## config.mk

```make
export PLATFORM = sky130hd
export DESIGN_NAME = div_unit_top
export DESIGN_NICKNAME = d
export VERILOG_FILES = /design/src/design/div_pkg.sv /design/src/design/div_ifs.sv /design/src/design/div_decode.sv /design/src/design/div_execute.sv /design/src/design/div_result.sv /design/src/design/div_unit_top.sv
export SDC_FILE = /design/constraint.sdc
export NUM_CORES = 1
export LEC_CHECK = 0
export ABC_AREA = 1
export BUFFER_PORTS_ARGS = -buffer_cell sky130_fd_sc_hd__buf_2
export CAP_MARGIN = 20
export CELL_PAD_IN_SITES_DETAIL_PLACEMENT = 0
export CELL_PAD_IN_SITES_GLOBAL_PLACEMENT = 1
export CORE_MARGIN = 4
export CORE_UTILIZATION = 49
export DETAILED_ROUTE_END_ITERATION = 8
export PLACE_DENSITY = 0.89
export SLEW_MARGIN = 20
export SYNTH_ARGS = -nofsm -noshare
export SYNTH_HDL_FRONTEND = slang
export SYNTH_SLANG_ARGS = --single-unit
```

## constraint.sdc

```tcl
create_clock -name clk -period 9.2 [get_ports clk]
set_clock_uncertainty 0.05 [all_clocks]
set_input_delay 0 -clock clk [delete_from_list [all_inputs] [get_ports clk]]
set_output_delay 0 -clock clk [all_outputs]
set_load 0.005 [all_outputs]
```

## src/design/div_pkg.sv

```systemverilog
package div_pkg;

	// operand widths
	// quotient is as wide as the dividend, remainder as wide as the divisor
	localparam int dividend_width = 16;
	localparam int divisor_width = 8;

	// radix-16 long division, one nibble per iteration
	localparam int digit_width = 4;
	localparam int num_digits = 4;

	// partial remainder holds the previous remainder plus one new nibble
	localparam int partial_width = divisor_width + digit_width;

	// one multiple of the divisor per possible digit value
	localparam int table_size = 1 << digit_width;

	// iteration counter width
	localparam int count_width = $clog2(num_digits);

	// accepting edge to result strobe, in cycles
	localparam int exec_latency = 6;

	// command opcodes
	typedef enum logic [1:0]
	{
		op_quot = 2'd0,
		op_rem = 2'd1,
		op_both = 2'd2,
		op_illegal = 2'd3
	} div_op_e;

	// execute stage states
	// st_table is only seen while load is high
	typedef enum logic [1:0]
	{
		st_idle = 2'd0,
		st_table = 2'd1,
		st_work = 2'd2
	} div_state_e;

endpackage

```

## src/design/div_ifs.sv

```systemverilog
// decode to execute
// load is a one-cycle strobe, the rest is valid with it
interface div_cmd_if;
	logic load;
	logic [div_pkg::dividend_width-1:0] dividend;
	logic [div_pkg::divisor_width-1:0] divisor;
	div_pkg::div_op_e op;
	logic div_zero;
	logic illegal;

	modport decode_mp
	(
		output load,
		output dividend,
		output divisor,
		output op,
		output div_zero,
		output illegal
	);

	modport execute_mp
	(
		input load,
		input dividend,
		input divisor,
		input op,
		input div_zero,
		input illegal
	);
endinterface

// execute to result
// done is a one-cycle strobe, the rest is valid with it
interface div_res_if;
	logic done;
	logic [div_pkg::dividend_width-1:0] quotient;
	logic [div_pkg::divisor_width-1:0] remainder;
	div_pkg::div_op_e op;
	logic div_zero;
	logic illegal;

	modport execute_mp
	(
		output done,
		output quotient,
		output remainder,
		output op,
		output div_zero,
		output illegal
	);

	modport result_mp
	(
		input done,
		input quotient,
		input remainder,
		input op,
		input div_zero,
		input illegal
	);
endinterface

```

## src/design/div_decode.sv

```systemverilog
module div_decode
(
	input logic clk,
	input logic rst_n,
	input logic start,
	input logic [1:0] op,
	input logic [div_pkg::dividend_width-1:0] dividend,
	input logic [div_pkg::divisor_width-1:0] divisor,
	input logic busy,
	div_cmd_if.decode_mp cmd
);

	logic accept;
	logic zero_div;
	logic bad_op;
	div_pkg::div_op_e op_in;

	// strobes while busy are dropped here
	assign accept = start & ~busy;

	assign op_in = div_pkg::div_op_e'(op);

	// error checks on the raw command
	assign zero_div = (divisor == '0);
	assign bad_op = (op_in == div_pkg::op_illegal);

	// load strobe, one cycle after the accepting edge
	always_ff @(posedge clk or negedge rst_n)
	begin
		if (!rst_n)
		begin
			cmd.load <= 1'b0;
		end
		else
		begin
			cmd.load <= accept;
		end
	end

	// command capture
	always_ff @(posedge clk)
	begin
		if (accept)
		begin
			cmd.op <= op_in;
			cmd.div_zero <= zero_div;
			cmd.illegal <= bad_op;

			// 0 / 1 keeps execute on a well defined zero result
			if (zero_div || bad_op)
			begin
				cmd.dividend <= '0;
				cmd.divisor <= div_pkg::divisor_width'(1);
			end
			else
			begin
				cmd.dividend <= dividend;
				cmd.divisor <= divisor;
			end
		end
	end

endmodule

```

## src/design/div_execute.sv

```systemverilog
module div_execute
(
	input logic clk,
	input logic rst_n,
	div_cmd_if.execute_mp cmd,
	div_res_if.execute_mp res,
	output logic busy
);

	div_pkg::div_state_e state_q;
	div_pkg::div_state_e phase;

	// multiples 0 to 15 of the divisor
	logic [div_pkg::partial_width-1:0] mult_q [div_pkg::table_size];

	// dividend shifts left one nibble per digit
	logic [div_pkg::dividend_width-1:0] dvd_q;
	logic [div_pkg::dividend_width-1:0] quo_q;
	logic [div_pkg::divisor_width-1:0] rem_q;
	logic [div_pkg::count_width-1:0] cnt_q;

	div_pkg::div_op_e op_q;
	logic zero_q;
	logic illegal_q;
	logic done_q;

	logic [div_pkg::partial_width-1:0] partial;
	logic [div_pkg::partial_width-1:0] diff;
	logic [div_pkg::digit_width-1:0] digit;
	logic [div_pkg::digit_width-1:0] trial;
	logic last;

	// load marks the table cycle
	assign phase = cmd.load ? div_pkg::st_table : state_q;

	assign last = (cnt_q == div_pkg::count_width'(div_pkg::num_digits - 1));

	// old remainder with the next dividend nibble appended
	assign partial = {rem_q, dvd_q[div_pkg::dividend_width-1 -: div_pkg::digit_width]};

	// binary search, msb of the digit first
	// keeps each trial bit whose multiple still fits
	always_comb
	begin
		digit = '0;
		trial = '0;
		for (int lvl = div_pkg::digit_width - 1; lvl >= 0; lvl--)
		begin
			trial = digit;
			trial[lvl] = 1'b1;
			if (mult_q[trial] <= partial)
			begin
				digit = trial;
			end
		end
	end

	// always below the divisor, so it fits the remainder width
	assign diff = partial - mult_q[digit];

	// control
	always_ff @(posedge clk or negedge rst_n)
	begin
		if (!rst_n)
		begin
			state_q <= div_pkg::st_idle;
			cnt_q <= '0;
			done_q <= 1'b0;
		end
		else
		begin
			done_q <= 1'b0;
			case (phase)
				div_pkg::st_table:
				begin
					state_q <= div_pkg::st_work;
					cnt_q <= '0;
				end

				div_pkg::st_work:
				begin
					cnt_q <= cnt_q + 1'b1;
					if (last)
					begin
						state_q <= div_pkg::st_idle;
						done_q <= 1'b1;
					end
				end

				default:
				begin
					state_q <= div_pkg::st_idle;
				end
			endcase
		end
	end

	// datapath
	always_ff @(posedge clk)
	begin
		if (phase == div_pkg::st_table)
		begin
			for (int k = 0; k < div_pkg::table_size; k++)
			begin
				mult_q[k] <= div_pkg::partial_width'(cmd.divisor)
					* div_pkg::partial_width'(k);
			end
			dvd_q <= cmd.dividend;
			rem_q <= '0;
			op_q <= cmd.op;
			zero_q <= cmd.div_zero;
			illegal_q <= cmd.illegal;
		end
		else if (phase == div_pkg::st_work)
		begin
			dvd_q <= dvd_q << div_pkg::digit_width;
			quo_q <= {quo_q[div_pkg::dividend_width-div_pkg::digit_width-1:0], digit};
			rem_q <= diff[div_pkg::divisor_width-1:0];
		end
	end

	// working registers hold the final values while done is high
	assign res.done = done_q;
	assign res.quotient = quo_q;
	assign res.remainder = rem_q;
	assign res.op = op_q;
	assign res.div_zero = zero_q;
	assign res.illegal = illegal_q;

	// from load through the done cycle
	assign busy = (phase != div_pkg::st_idle) | done_q;

endmodule

```

## src/design/div_result.sv

```systemverilog
module div_result
(
	input logic clk,
	input logic rst_n,
	div_res_if.result_mp res,
	output logic result_valid,
	output logic [div_pkg::dividend_width-1:0] quotient,
	output logic [div_pkg::divisor_width-1:0] remainder,
	output logic div_zero,
	output logic illegal_op
);

	logic keep_quot;
	logic keep_rem;

	// which halves survive for the requested op
	// illegal keeps neither
	always_comb
	begin
		keep_quot = 1'b0;
		keep_rem = 1'b0;
		case (res.op)
			div_pkg::op_quot:
			begin
				keep_quot = 1'b1;
			end

			div_pkg::op_rem:
			begin
				keep_rem = 1'b1;
			end

			div_pkg::op_both:
			begin
				keep_quot = 1'b1;
				keep_rem = 1'b1;
			end

			default:
			begin
				keep_quot = 1'b0;
				keep_rem = 1'b0;
			end
		endcase
	end

	always_ff @(posedge clk or negedge rst_n)
	begin
		if (!rst_n)
		begin
			result_valid <= 1'b0;
			quotient <= '0;
			remainder <= '0;
			div_zero <= 1'b0;
			illegal_op <= 1'b0;
		end
		else
		begin
			// one cycle pulse, flags only alongside it
			result_valid <= res.done;
			div_zero <= res.done & res.div_zero;
			illegal_op <= res.done & res.illegal;
			if (res.done)
			begin
				quotient <= keep_quot ? res.quotient : '0;
				remainder <= keep_rem ? res.remainder : '0;
			end
		end
	end

endmodule

```

## src/design/div_unit_top.sv

```systemverilog
module div_unit_top
(
	input logic clk,
	input logic rst_n,
	input logic start,
	input logic [1:0] op,
	input logic [div_pkg::dividend_width-1:0] dividend,
	input logic [div_pkg::divisor_width-1:0] divisor,
	output logic ready,
	output logic result_valid,
	output logic [div_pkg::dividend_width-1:0] quotient,
	output logic [div_pkg::divisor_width-1:0] remainder,
	output logic div_zero,
	output logic illegal_op
);

	logic exec_busy;
	logic decode_busy;

	div_cmd_if cmd_if ();
	div_res_if res_if ();

	// ready drops on acceptance and comes back with the result
	// high straight out of reset, unlike a plain ~busy
	always_ff @(posedge clk or negedge rst_n)
	begin
		if (!rst_n)
		begin
			ready <= 1'b1;
		end
		else if (start && ready)
		begin
			ready <= 1'b0;
		end
		else if (res_if.done)
		begin
			ready <= 1'b1;
		end
	end

	// both views agree, either one blocks a new command
	assign decode_busy = ~ready | exec_busy;

	div_decode u_decode
	(
		.clk(clk),
		.rst_n(rst_n),
		.start(start),
		.op(op),
		.dividend(dividend),
		.divisor(divisor),
		.busy(decode_busy),
		.cmd(cmd_if.decode_mp)
	);

	div_execute u_execute
	(
		.clk(clk),
		.rst_n(rst_n),
		.cmd(cmd_if.execute_mp),
		.res(res_if.execute_mp),
		.busy(exec_busy)
	);

	div_result u_result
	(
		.clk(clk),
		.rst_n(rst_n),
		.res(res_if.result_mp),
		.result_valid(result_valid),
		.quotient(quotient),
		.remainder(remainder),
		.div_zero(div_zero),
		.illegal_op(illegal_op)
	);

endmodule
```

## Word-level counts from Yosys, hierarchy flattened

Memories as Yosys holds them, arrays and structs flattened.
Cells that the tools add are included.

- Multiplexer cells: 20
- Equality and inequality tests: 7
- Bitwise operators: 8
- Add/subtract/negate cells: 2
- Reductions and logical operators: 10
- $mul: 11
- Magnitude comparators: 4

Operator list:

| cell | number |
|---|---|
| less-or-equal comparator 12 bit | 4 |
| multiplier 8 x 4 -> 12 bit, second input constant | 4 |
| two-way mux 16 bit | 3 |
| multiplier 8 x 3 -> 11 bit, second input constant | 4 |
| multiplier 8 x 2 -> 10 bit, second input constant | 3 |
| two-way mux 1 bit | 9 |
| == test 2 bit, second input constant | 4 |
| logical NOT 8 bit | 1 |
| two-way mux 8 bit | 1 |
| one-hot mux 2 bit (2 select lines) | 2 |
| subtractor 8 bit | 1 |
| two-way mux 2 bit | 3 |
| nonzero test 2 bit | 3 |
| == test 2 x 1 -> 1 bit, second input constant | 2 |
| two-way mux 4 bit | 1 |
| OR reduction 2 bit | 2 |
| AND 1 bit | 3 |
| two-way mux 3 bit | 1 |
| inverter 1 bit | 3 |
| adder 2 x 1 -> 2 bit, second input constant | 1 |
| logical NOT 2 bit | 1 |
| != test 2 x 1 -> 1 bit, second input constant | 1 |
| bitwise OR 1 bit | 2 |
| AND reduction 2 bit | 1 |
| 2 further kinds | 2 |

- Memories kept: 1
- Register bits after elaboration: 106
- Bits in writable memories: 192
- Bits of input ports: 29

Memories:

| memory | depth | width | rd ports | clocked after memory_dff | wr ports | line | source |
|---|---|---|---|---|---|---|---|
| u_execute.mult_q | 16 | 12 | 5 | 0 | 16 | div_execute.sv:14 | `logic [div_pkg::partial_width-1:0] mult_q [div_pkg::table_size];` |

## Longest topological paths before layout

Gate-level depths: netlist of the first run.
An unclocked memory read counts as a cell.

- Depth in word-level cells: 14
- Gate-level depth with buffers: 64

## Hierarchy

Synthesis of the first run repeated with hierarchy kept, for this count alone.

- Cells, all modules: 1301
- Area, all modules: 11933.9 um^2

By module, submodules not included:

| module | area an instance (um^2) | cells each | seq. area each (um^2) | instances |
|---|---|---|---|---|
| div_execute | 9510.4 | 1050 | 3473.3 | 1 |
| div_result | 1202.4 | 150 | 675.6 | 1 |
| div_decode | 1168.6 | 93 | 865.8 | 1 |
| div_unit_top | 52.6 | 8 | 26.3 | 1 |

## Least setup slack after synthesis of the first run

No wires, ideal clock.

- Path type: register to register
- Start: memory u_execute.mult_q[8][9] (netlist name)
- End: register u_execute.rem_q (netlist bit u_execute.res.remainder[7])
- Path slack: 2.209 ns
- Data arrival time: 6.826 ns
- Buffers on the path: 7
- Stages on the path, launching flop included: 53
- Clock period less this slack: 6.991 ns
- Data required time: 9.035 ns
- Cells stage by stage: edfxtp_1 ha_1 nand2_1 nor2_2 nand3_1 o2111ai_1 nand2_2 buf_2 buf_2 o21ai_0 ha_1 a21o_1 o21ai_1 nand3_1 nand2_2 inv_2 buf_4 buf_6 (+17 left out) nand2_1 nor2_1 nand3_1 nand2_4 buf_8 nor2_1 o31ai_1 nand3_1 ha_1 nand3b_1 and2_1 inv_1 nand4_1 o211ai_1 xor2_1 nand3_1 nand3_1 nand2_1

RTL lines:

| what | line | source |
|---|---|---|
| start, declared | div_execute.sv:14 |  |
| end signal, assigned | div_execute.sv:118 | `rem_q <= diff[div_pkg::divisor_width-1:0];` |
| end, declared | div_execute.sv:19 | `logic [div_pkg::divisor_width-1:0] rem_q;` |

==> metrics, run 1 <==
DRT antenna net count=0; die area=0.0262 mm²; crit path DAT=between 8000 and 9000 ps; global route overflow=0; multiplexer area fraction after synthesis=0.173%; number of max-cap violations=0; Die W=162 µm; Clock Path Buffers=2; Register-to-Register Path Depth=53; top cell type's share of synthesized area=35.0%; synth cell count leaders=nand2_1, inv_1, edfxtp_1; Synthesized Nets=1417; DRT Wirelength=28.1 mm; Req. time, crit path=~9500 ps; GRT Total Usage=22.0%; drt via density=5.33; Tot Pwr=1650 µW; minimum clock period=8380 ps; Final period util=91.0%; RSZ-0062 raised after global routing=no; Main synth FF type=edfxtp_1; Worst R2R End=u_execute.res.remainder[7]; root buffer cell=clkbuf_16; fillcell total=1990; complex-gate fraction of the synthesized area=about a tenth; CTS tree=done; XOR/XNOR Fraction of Synth Area=3.48%; global-route wire length before repair=about 46 mm; clock sink count=176; WS Path Type=register to register; EDFF count, synth=between 100 and 150; status=finished clean; initial drt markers=roughly 720; Max VDD drop=0.109 mV; maximum clock rate=approximately 120 MHz; Setup TNS=0 ps; Synth-to-Final Area Change=14.2%; PnR worst setup slack=823 ps; Clk pin slew, worst setup/hold paths=90 ps; I/O Buffers=56; H-tree depth=4; Mean Syn Cell Area=between 9 and 10 µm²; Worst Max-Slew Pin Slew=1010 ps; Avg WL per Cell=between 15 and 20 µm; Critical Path End Type=register; row cnt=between 50 and 60; Worst Path Max Fanout=37; CP peak stage delay=480 ps; IO Count=57; setup violators final=0; largest area contributor in the netlist=edfxtp_1; asr flop ratio synth=18.8%; Most common cell on crit path=nand2_1; flops & latches, synth=176; Final Hold Violating Endpoints=0; Leak=0.00616 µW; Post-Synth Adder-Cell Area=about a fifth; Layout Nets=between 1500 and 2000; initial core utilization=50.5%; worst rel slew slack=32.9%; Syn Inst Count=roughly 1200; Seq/Total Area, Yosys=a little over two fifths; number of global-route vias before repair=8734; Post-Synth Simple-Gate Area=16.0%; Yosys Warn Count=0; Post-Syn Area=0.0116 mm²; worst skew pair latency=450 ps; height of the chip=162 µm; Max Slew Vio Count=0; largest family of logic cells by synthesized area=adder cells; share of layout cells above drive strength 1=10.8%; Slowest-stage cell, CP=edfxtp_1; Antenna diodes=0; worst reg2reg path startpoint=u_execute.mult_q[8][7]; R2R setup slack=820 ps; # DRC=0; Hold/Removal Path Class=input port to asynchronous set/reset pin; count leader, synth=nand2_1; startpoint types=register; initial antenna violation count=0; TritonCTS buffer count=17; core region area=0.0229 mm²; largest net degree at the start of global routing=between 80 and 90; pwr dens=125 mW/mm²; GPL Wtd Cong=0.944; setup slack at placement=272 ps; hpwl dp=approximately 20 mm; via count=~8800; first-pass iteration count of the detailed router=5; Area contributors post-synth=edfxtp_1, ha_1, nand2_1, dfrtp_1, fa_1; synth unique cells=50
==> cell type report <==
cell class | instances | area (µm²) | share of cell area [%]
tap | 313 | 392 | 2.96
inverter | 180 | 689 | 5.21
timing repair buffer | 106 | 739 | 5.59
clock inverter | 15 | 213 | 1.61
clock buffer | 17 | 425 | 3.22
sequential | 176 | 5040 | 38.1
multi-input combinational | 843 | 5720 | 43.3
==> logic make-up after synthesis <==
group / count (synthesis)
and+or+nand+nor: 435
buffers and inverters: 215
AOI/OAI and AO/OA: 204
DFF: 176
adders and majority gates: 155
xor gates and xnor gates: 46
muxes: 2
==> worst max-delay path, delay by kind of cell, from the launching register on <==
family,cells,cell delay [ps]
and+or+nand+nor,27,3180
adders and majority gates,5,1650
AOI/OAI and AO/OA,12,1490
buffers and inverters,8,1210
DFF,1,480
xor gates and xnor gates,1,210
==> registers in the layout, summed over array words and instances, names as in the netlist, 2 cells and up <==
name and flops:
u_decode.cmd.divisor 8, u_execute.res.quotient 16, u_result.remainder 8, u_execute.cnt_q 2, u_execute.dvd_q 16, u_execute.res.op 2, u_result.quotient 16, u_decode.cmd.dividend 16
u_decode.cmd.op 2, u_execute.res.remainder 8, u_execute.mult_q 71
==> per-stage QoR <==
| step | area [µm²] | hold WS [ps] | std cells | utilization (%) |
|---|---|---|---|---|
| global route | 13200 | 173 | 1650 | 57.7 |
| CTS | 13100 | 101 | 1643 | 57.2 |
| global placement | 12200 | 43.7 | 1583 | 53.1 |
| finish | 13200 | 102 | 1650 | 57.7 |
| detailed placement | 12200 | 47.9 | 1583 | 53.1 |
| floorplan | 11600 | -346 | 1233 | - |
==> metal layers <==
layer	global-route usage (%)	up-vias	routed length (µm)
met5	0	-	0
met4	6.15	0	533
met3	3.45	37	1530
met2	36.5	267	13500
met1	30.3	4174	12500
li1	-	4323	-
==> power by group <==
group	switching, µW	total [µW]	leakage (µW)	internal, µW
Combinational	12.6	27.1	0.00418	14.5
Sequential	0	847	0.00166	847
Clock	393	776	0.000309	383
==> cells in the final DEF, fill, tap and decap left out, types with 3 or more instances in the layout <==
| cell | instances |
|---|---|
| nand2_2 | 4 |
| ha_1 | 120 |
| dlygate4sd3_1 | 28 |
| o221ai_1 | 6 |
| nand3b_1 | 3 |
| nand4_1 | 8 |
| xnor2_1 | 6 |
| nor2_2 | 7 |
| buf_4 | 19 |
| inv_1 | 174 |
| o2111ai_1 | 8 |
| dfxtp_1 | 8 |
| xor2_1 | 40 |
| dfrtp_1 | 31 |
| o22ai_1 | 8 |
| o211ai_1 | 14 |
| edfxtp_1 | 135 |
| nand3_1 | 66 |
| a31oi_1 | 6 |
| o21ai_1 | 6 |
| inv_8 | 5 |
| clkbuf_16 | 17 |
| a21o_1 | 5 |
| o21bai_1 | 6 |
| fa_1 | 35 |
| nor2_1 | 83 |
| clkinv_8 | 4 |
| o21ai_0 | 70 |
| buf_2 | 56 |
| inv_12 | 4 |
| or2_2 | 3 |
| nand2_1 | 246 |
| a21oi_1 | 65 |
==> worst max path at each step <==
stage | startpoint | cells after the start | to
final | u_execute.mult_q[8][7] | 53 | u_execute.res.remainder[7]
after global routing | u_execute.mult_q[8][7] | 58 | u_execute.res.remainder[7]
after CTS | u_execute.res.remainder[3] | 51 | u_execute.res.remainder[7]
after detailed placement | u_execute.res.remainder[3] | 51 | u_execute.res.remainder[7]
after global placement | u_execute.res.remainder[3] | 52 | u_execute.res.remainder[7]
after floorplan | u_execute.mult_q[8][9] | 52 | u_execute.res.remainder[7]
==> timing repair <==
| item | CTS | global route |
|---|---|---|
| hold endpoints to repair | 62 | 0 |
| gates resized for setup | 0 | 22 |
| setup endpoints to repair | 0 | 7 |
| hold buffers | 28 | 0 |
| buffers inserted | 0 | 6 |
No activity file was read; power rests on OpenSTA's default activity.
==> run 2: changes to the inputs <==
--- a/config.mk
+++ b/config.mk
@@ -8,10 +8,10 @@
 export ABC_AREA = 1
 export BUFFER_PORTS_ARGS = -buffer_cell sky130_fd_sc_hd__buf_2
 export CAP_MARGIN = 20
-export CELL_PAD_IN_SITES_DETAIL_PLACEMENT = 0
-export CELL_PAD_IN_SITES_GLOBAL_PLACEMENT = 1
+export CELL_PAD_IN_SITES_DETAIL_PLACEMENT = 2
+export CELL_PAD_IN_SITES_GLOBAL_PLACEMENT = 2
 export CORE_MARGIN = 4
-export CORE_UTILIZATION = 49
+export CORE_UTILIZATION = 40
 export DETAILED_ROUTE_END_ITERATION = 8
 export PLACE_DENSITY = 0.89
 export SLEW_MARGIN = 20
==> metrics, run 2 (synthesis results as in run 1) <==
status=complete, but fails checks (was finished clean); failing checks=negative setup slack; commonest non-fill, non-tap cell in the layout=nand2_1 (unchanged); Req. time, crit path=9590 ps (was 9500 ps); placed insts=1657 (was 1583); sequential power share=48.1% (was 51.3%); GRT met1 Usage=36.8% (was 30.3%); initial antenna violation count=3 (was 0); maximum clock rate=95.5 MHz (was 119 MHz); Internal=1240 µW (about the same); Synth-to-Final Area Change=20.5% (was 14.2%); DRT Wirelength=60.5 mm (was 28.1 mm); Die W=178 µm (was 162 µm); Clk pin slew, worst setup/hold paths=100 ps (was 90 ps); fillcell total=2970 (was 1990); switching share of power=29.4% (was 24.6%); final hold slack=75.3 ps (was 102 ps); Tot Pwr=1760 µW (was 1650 µW); Psw=517 µW (was 406 µW); Critical Path End Type=register (unchanged); post-layout util=48.8% (was 57.7%); share of layout cells above drive strength 1=15.9% (was 10.8%); PnR worst setup slack=-1270 ps (was 823 ps); # DRC=0 (unchanged); Slowest-stage cell, CP=o21ai_1 (was edfxtp_1); Avg WL per Cell=34.4 µm (was 17.0 µm); Setup TNS=-3740 ps (was 0 ps); Max Slew Vio Count=0 (unchanged); Max VDD drop=0.101 mV (was 0.109 mV); GRT busiest layer=met2 (unchanged); Clk pwr share=49.9% (was 47.0%); TritonCTS buffer count=17 (unchanged); RSZ-0062 raised after global routing=yes (was no); worst rel slew slack=23.5% (was 32.9%); number of max-cap violations=0 (unchanged); Most common cell on crit path=nand2_1 (unchanged); hpwl dp=30.0 mm (was 20.4 mm); Leak=0.00639 µW (was 0.00616 µW); pwr dens=126 mW/mm² (was 125 mW/mm²); Worst Path Max Fanout=34 (was 37); most frequent cells in the layout=nand2_1, inv_1, edfxtp_1 (unchanged); CTS tree=done (unchanged); Biggest register=u_execute.mult_q (unchanged); row cnt=62 (was 55); I/O Buffers=56 (unchanged); root buffer cell=clkbuf_16 (unchanged); DRT antenna net count=0 (unchanged); GPL Wtd Cong=0.892 (was 0.944); Hold/Removal Path Class=input port to asynchronous set/reset pin (unchanged); global route overflow=0 (unchanged); minimum clock period=10470 ps (was 8380 ps); worst skew pair latency=510 ps (was 450 ps); met3 Resource Use GR=4.98% (was 3.45%); GRT Total Usage=31.6% (was 22.0%); largest net degree at the start of global routing=75 (was 81); initial drt markers=1321 (was 718); clock sink count=176 (unchanged); M2 GR Usage=56.1% (was 36.5%); die area=0.0317 mm² (was 0.0262 mm²); setup violators final=7 (was 0); WS Path Type=register to register (unchanged); Final period util=114% (was 91.0%); IO Count=57 (unchanged); core region area=0.0286 mm² (was 0.0229 mm²); first-pass iteration count of the detailed router=6 (was 5); fin cells=1759 (was 1650); CP peak stage delay=620 ps (was 480 ps); global-route wire length before repair=74.1 mm (was 45.7 mm); crit path DAT=10860 ps (was 8670 ps); drt via density=6.30 (was 5.33); Layout Nets=1545 (was 1508); H-tree depth=4 (unchanged); number of global-route vias before repair=11500 (was 8734); initial core utilization=40.5% (was 50.5%); height of the chip=178 µm (was 162 µm); Worst Max-Slew Pin Slew=1150 ps (was 1010 ps); Final Hold Violating Endpoints=0 (unchanged); startpoint types=register (unchanged); Comb power frac=2.0% (was 1.6%); via count=11100 (was 8801); max reg flops=71 (unchanged); Clock Path Buffers=2 (unchanged)
## run 2: final cells by class
cell class	instances	area, µm²	share of cell area, %
multi-input combinational	846	5950	42.7
sequential	176	5050	36.2
timing repair buffer	140	1120	8.01
inverter	180	712	5.10
tap	384	480	3.44
clock buffer	17	425	3.05
clock inverter	15	218	1.56
antenna	1	2.50	0.0179
## run 2: stage by stage
stage          setup WS [ps]  instance area, µm²
2_1_floorplan           2210               11600
3_3_place_gp            -169               12300
3_5_place_dp            -651               12300
4_1_cts                 26.0               13300
5_1_grt                -1280               14000
6_report               -1270               14000
## run 2: timing repair
item                                   CTS  global route
resized for setup                       15            83
hold buffers                            28             0
gates cloned                             0             7
endpoints found under the hold margin   62             0
setup endpoints to repair                7             7
setup buffers                            4            30
pin swaps                                3            24
## run 2: path summary, 6_finish.rpt
kind                                       start                         end  slack (ps)  cells past startpoint
min reg2reg                u_decode.cmd.div_zero      u_execute.res.div_zero         400                      0
min in group clk                           op[1]          u_decode.cmd.op[1]         190                      2
min                                        rst_n           u_decode.cmd.load          80                      2
max in group asynchronous                  rst_n           u_decode.cmd.load        8450                      2
max reg2reg                  u_execute.dvd_q[15]  u_execute.res.remainder[7]       -1270                     51
max                          u_execute.dvd_q[15]  u_execute.res.remainder[7]       -1270                     51
## run 2: worst max-delay path, delay by kind of cell (launching register included)
family	cells	cell delay, ps
AND/OR/NAND/NOR	24	3780
AO/OA/AOI/OAI	11	2600
adder cells (fa/ha/maj)	5	1690
buffers and inverters	10	1480
flip-flops	1	440
XOR/XNOR	1	270
## run 2: layer usage
layer	up-vias	share of wire [%]
li1	4392	-
met1	5514	34
met2	804	48
met3	374	8.3
met4	4	9.4
met5	-	0.045
## run 2: power groups by stage
stage	registers (µW)	logic [µW]	clock network [µW]
6_report	847	34.7	879
4_1_cts	847	30.1	832
3_3_place_gp	865	17.5	0
3_5_place_dp	865	19.5	0
2_1_floorplan	865	6.63	0
5_1_grt	847	36.7	902
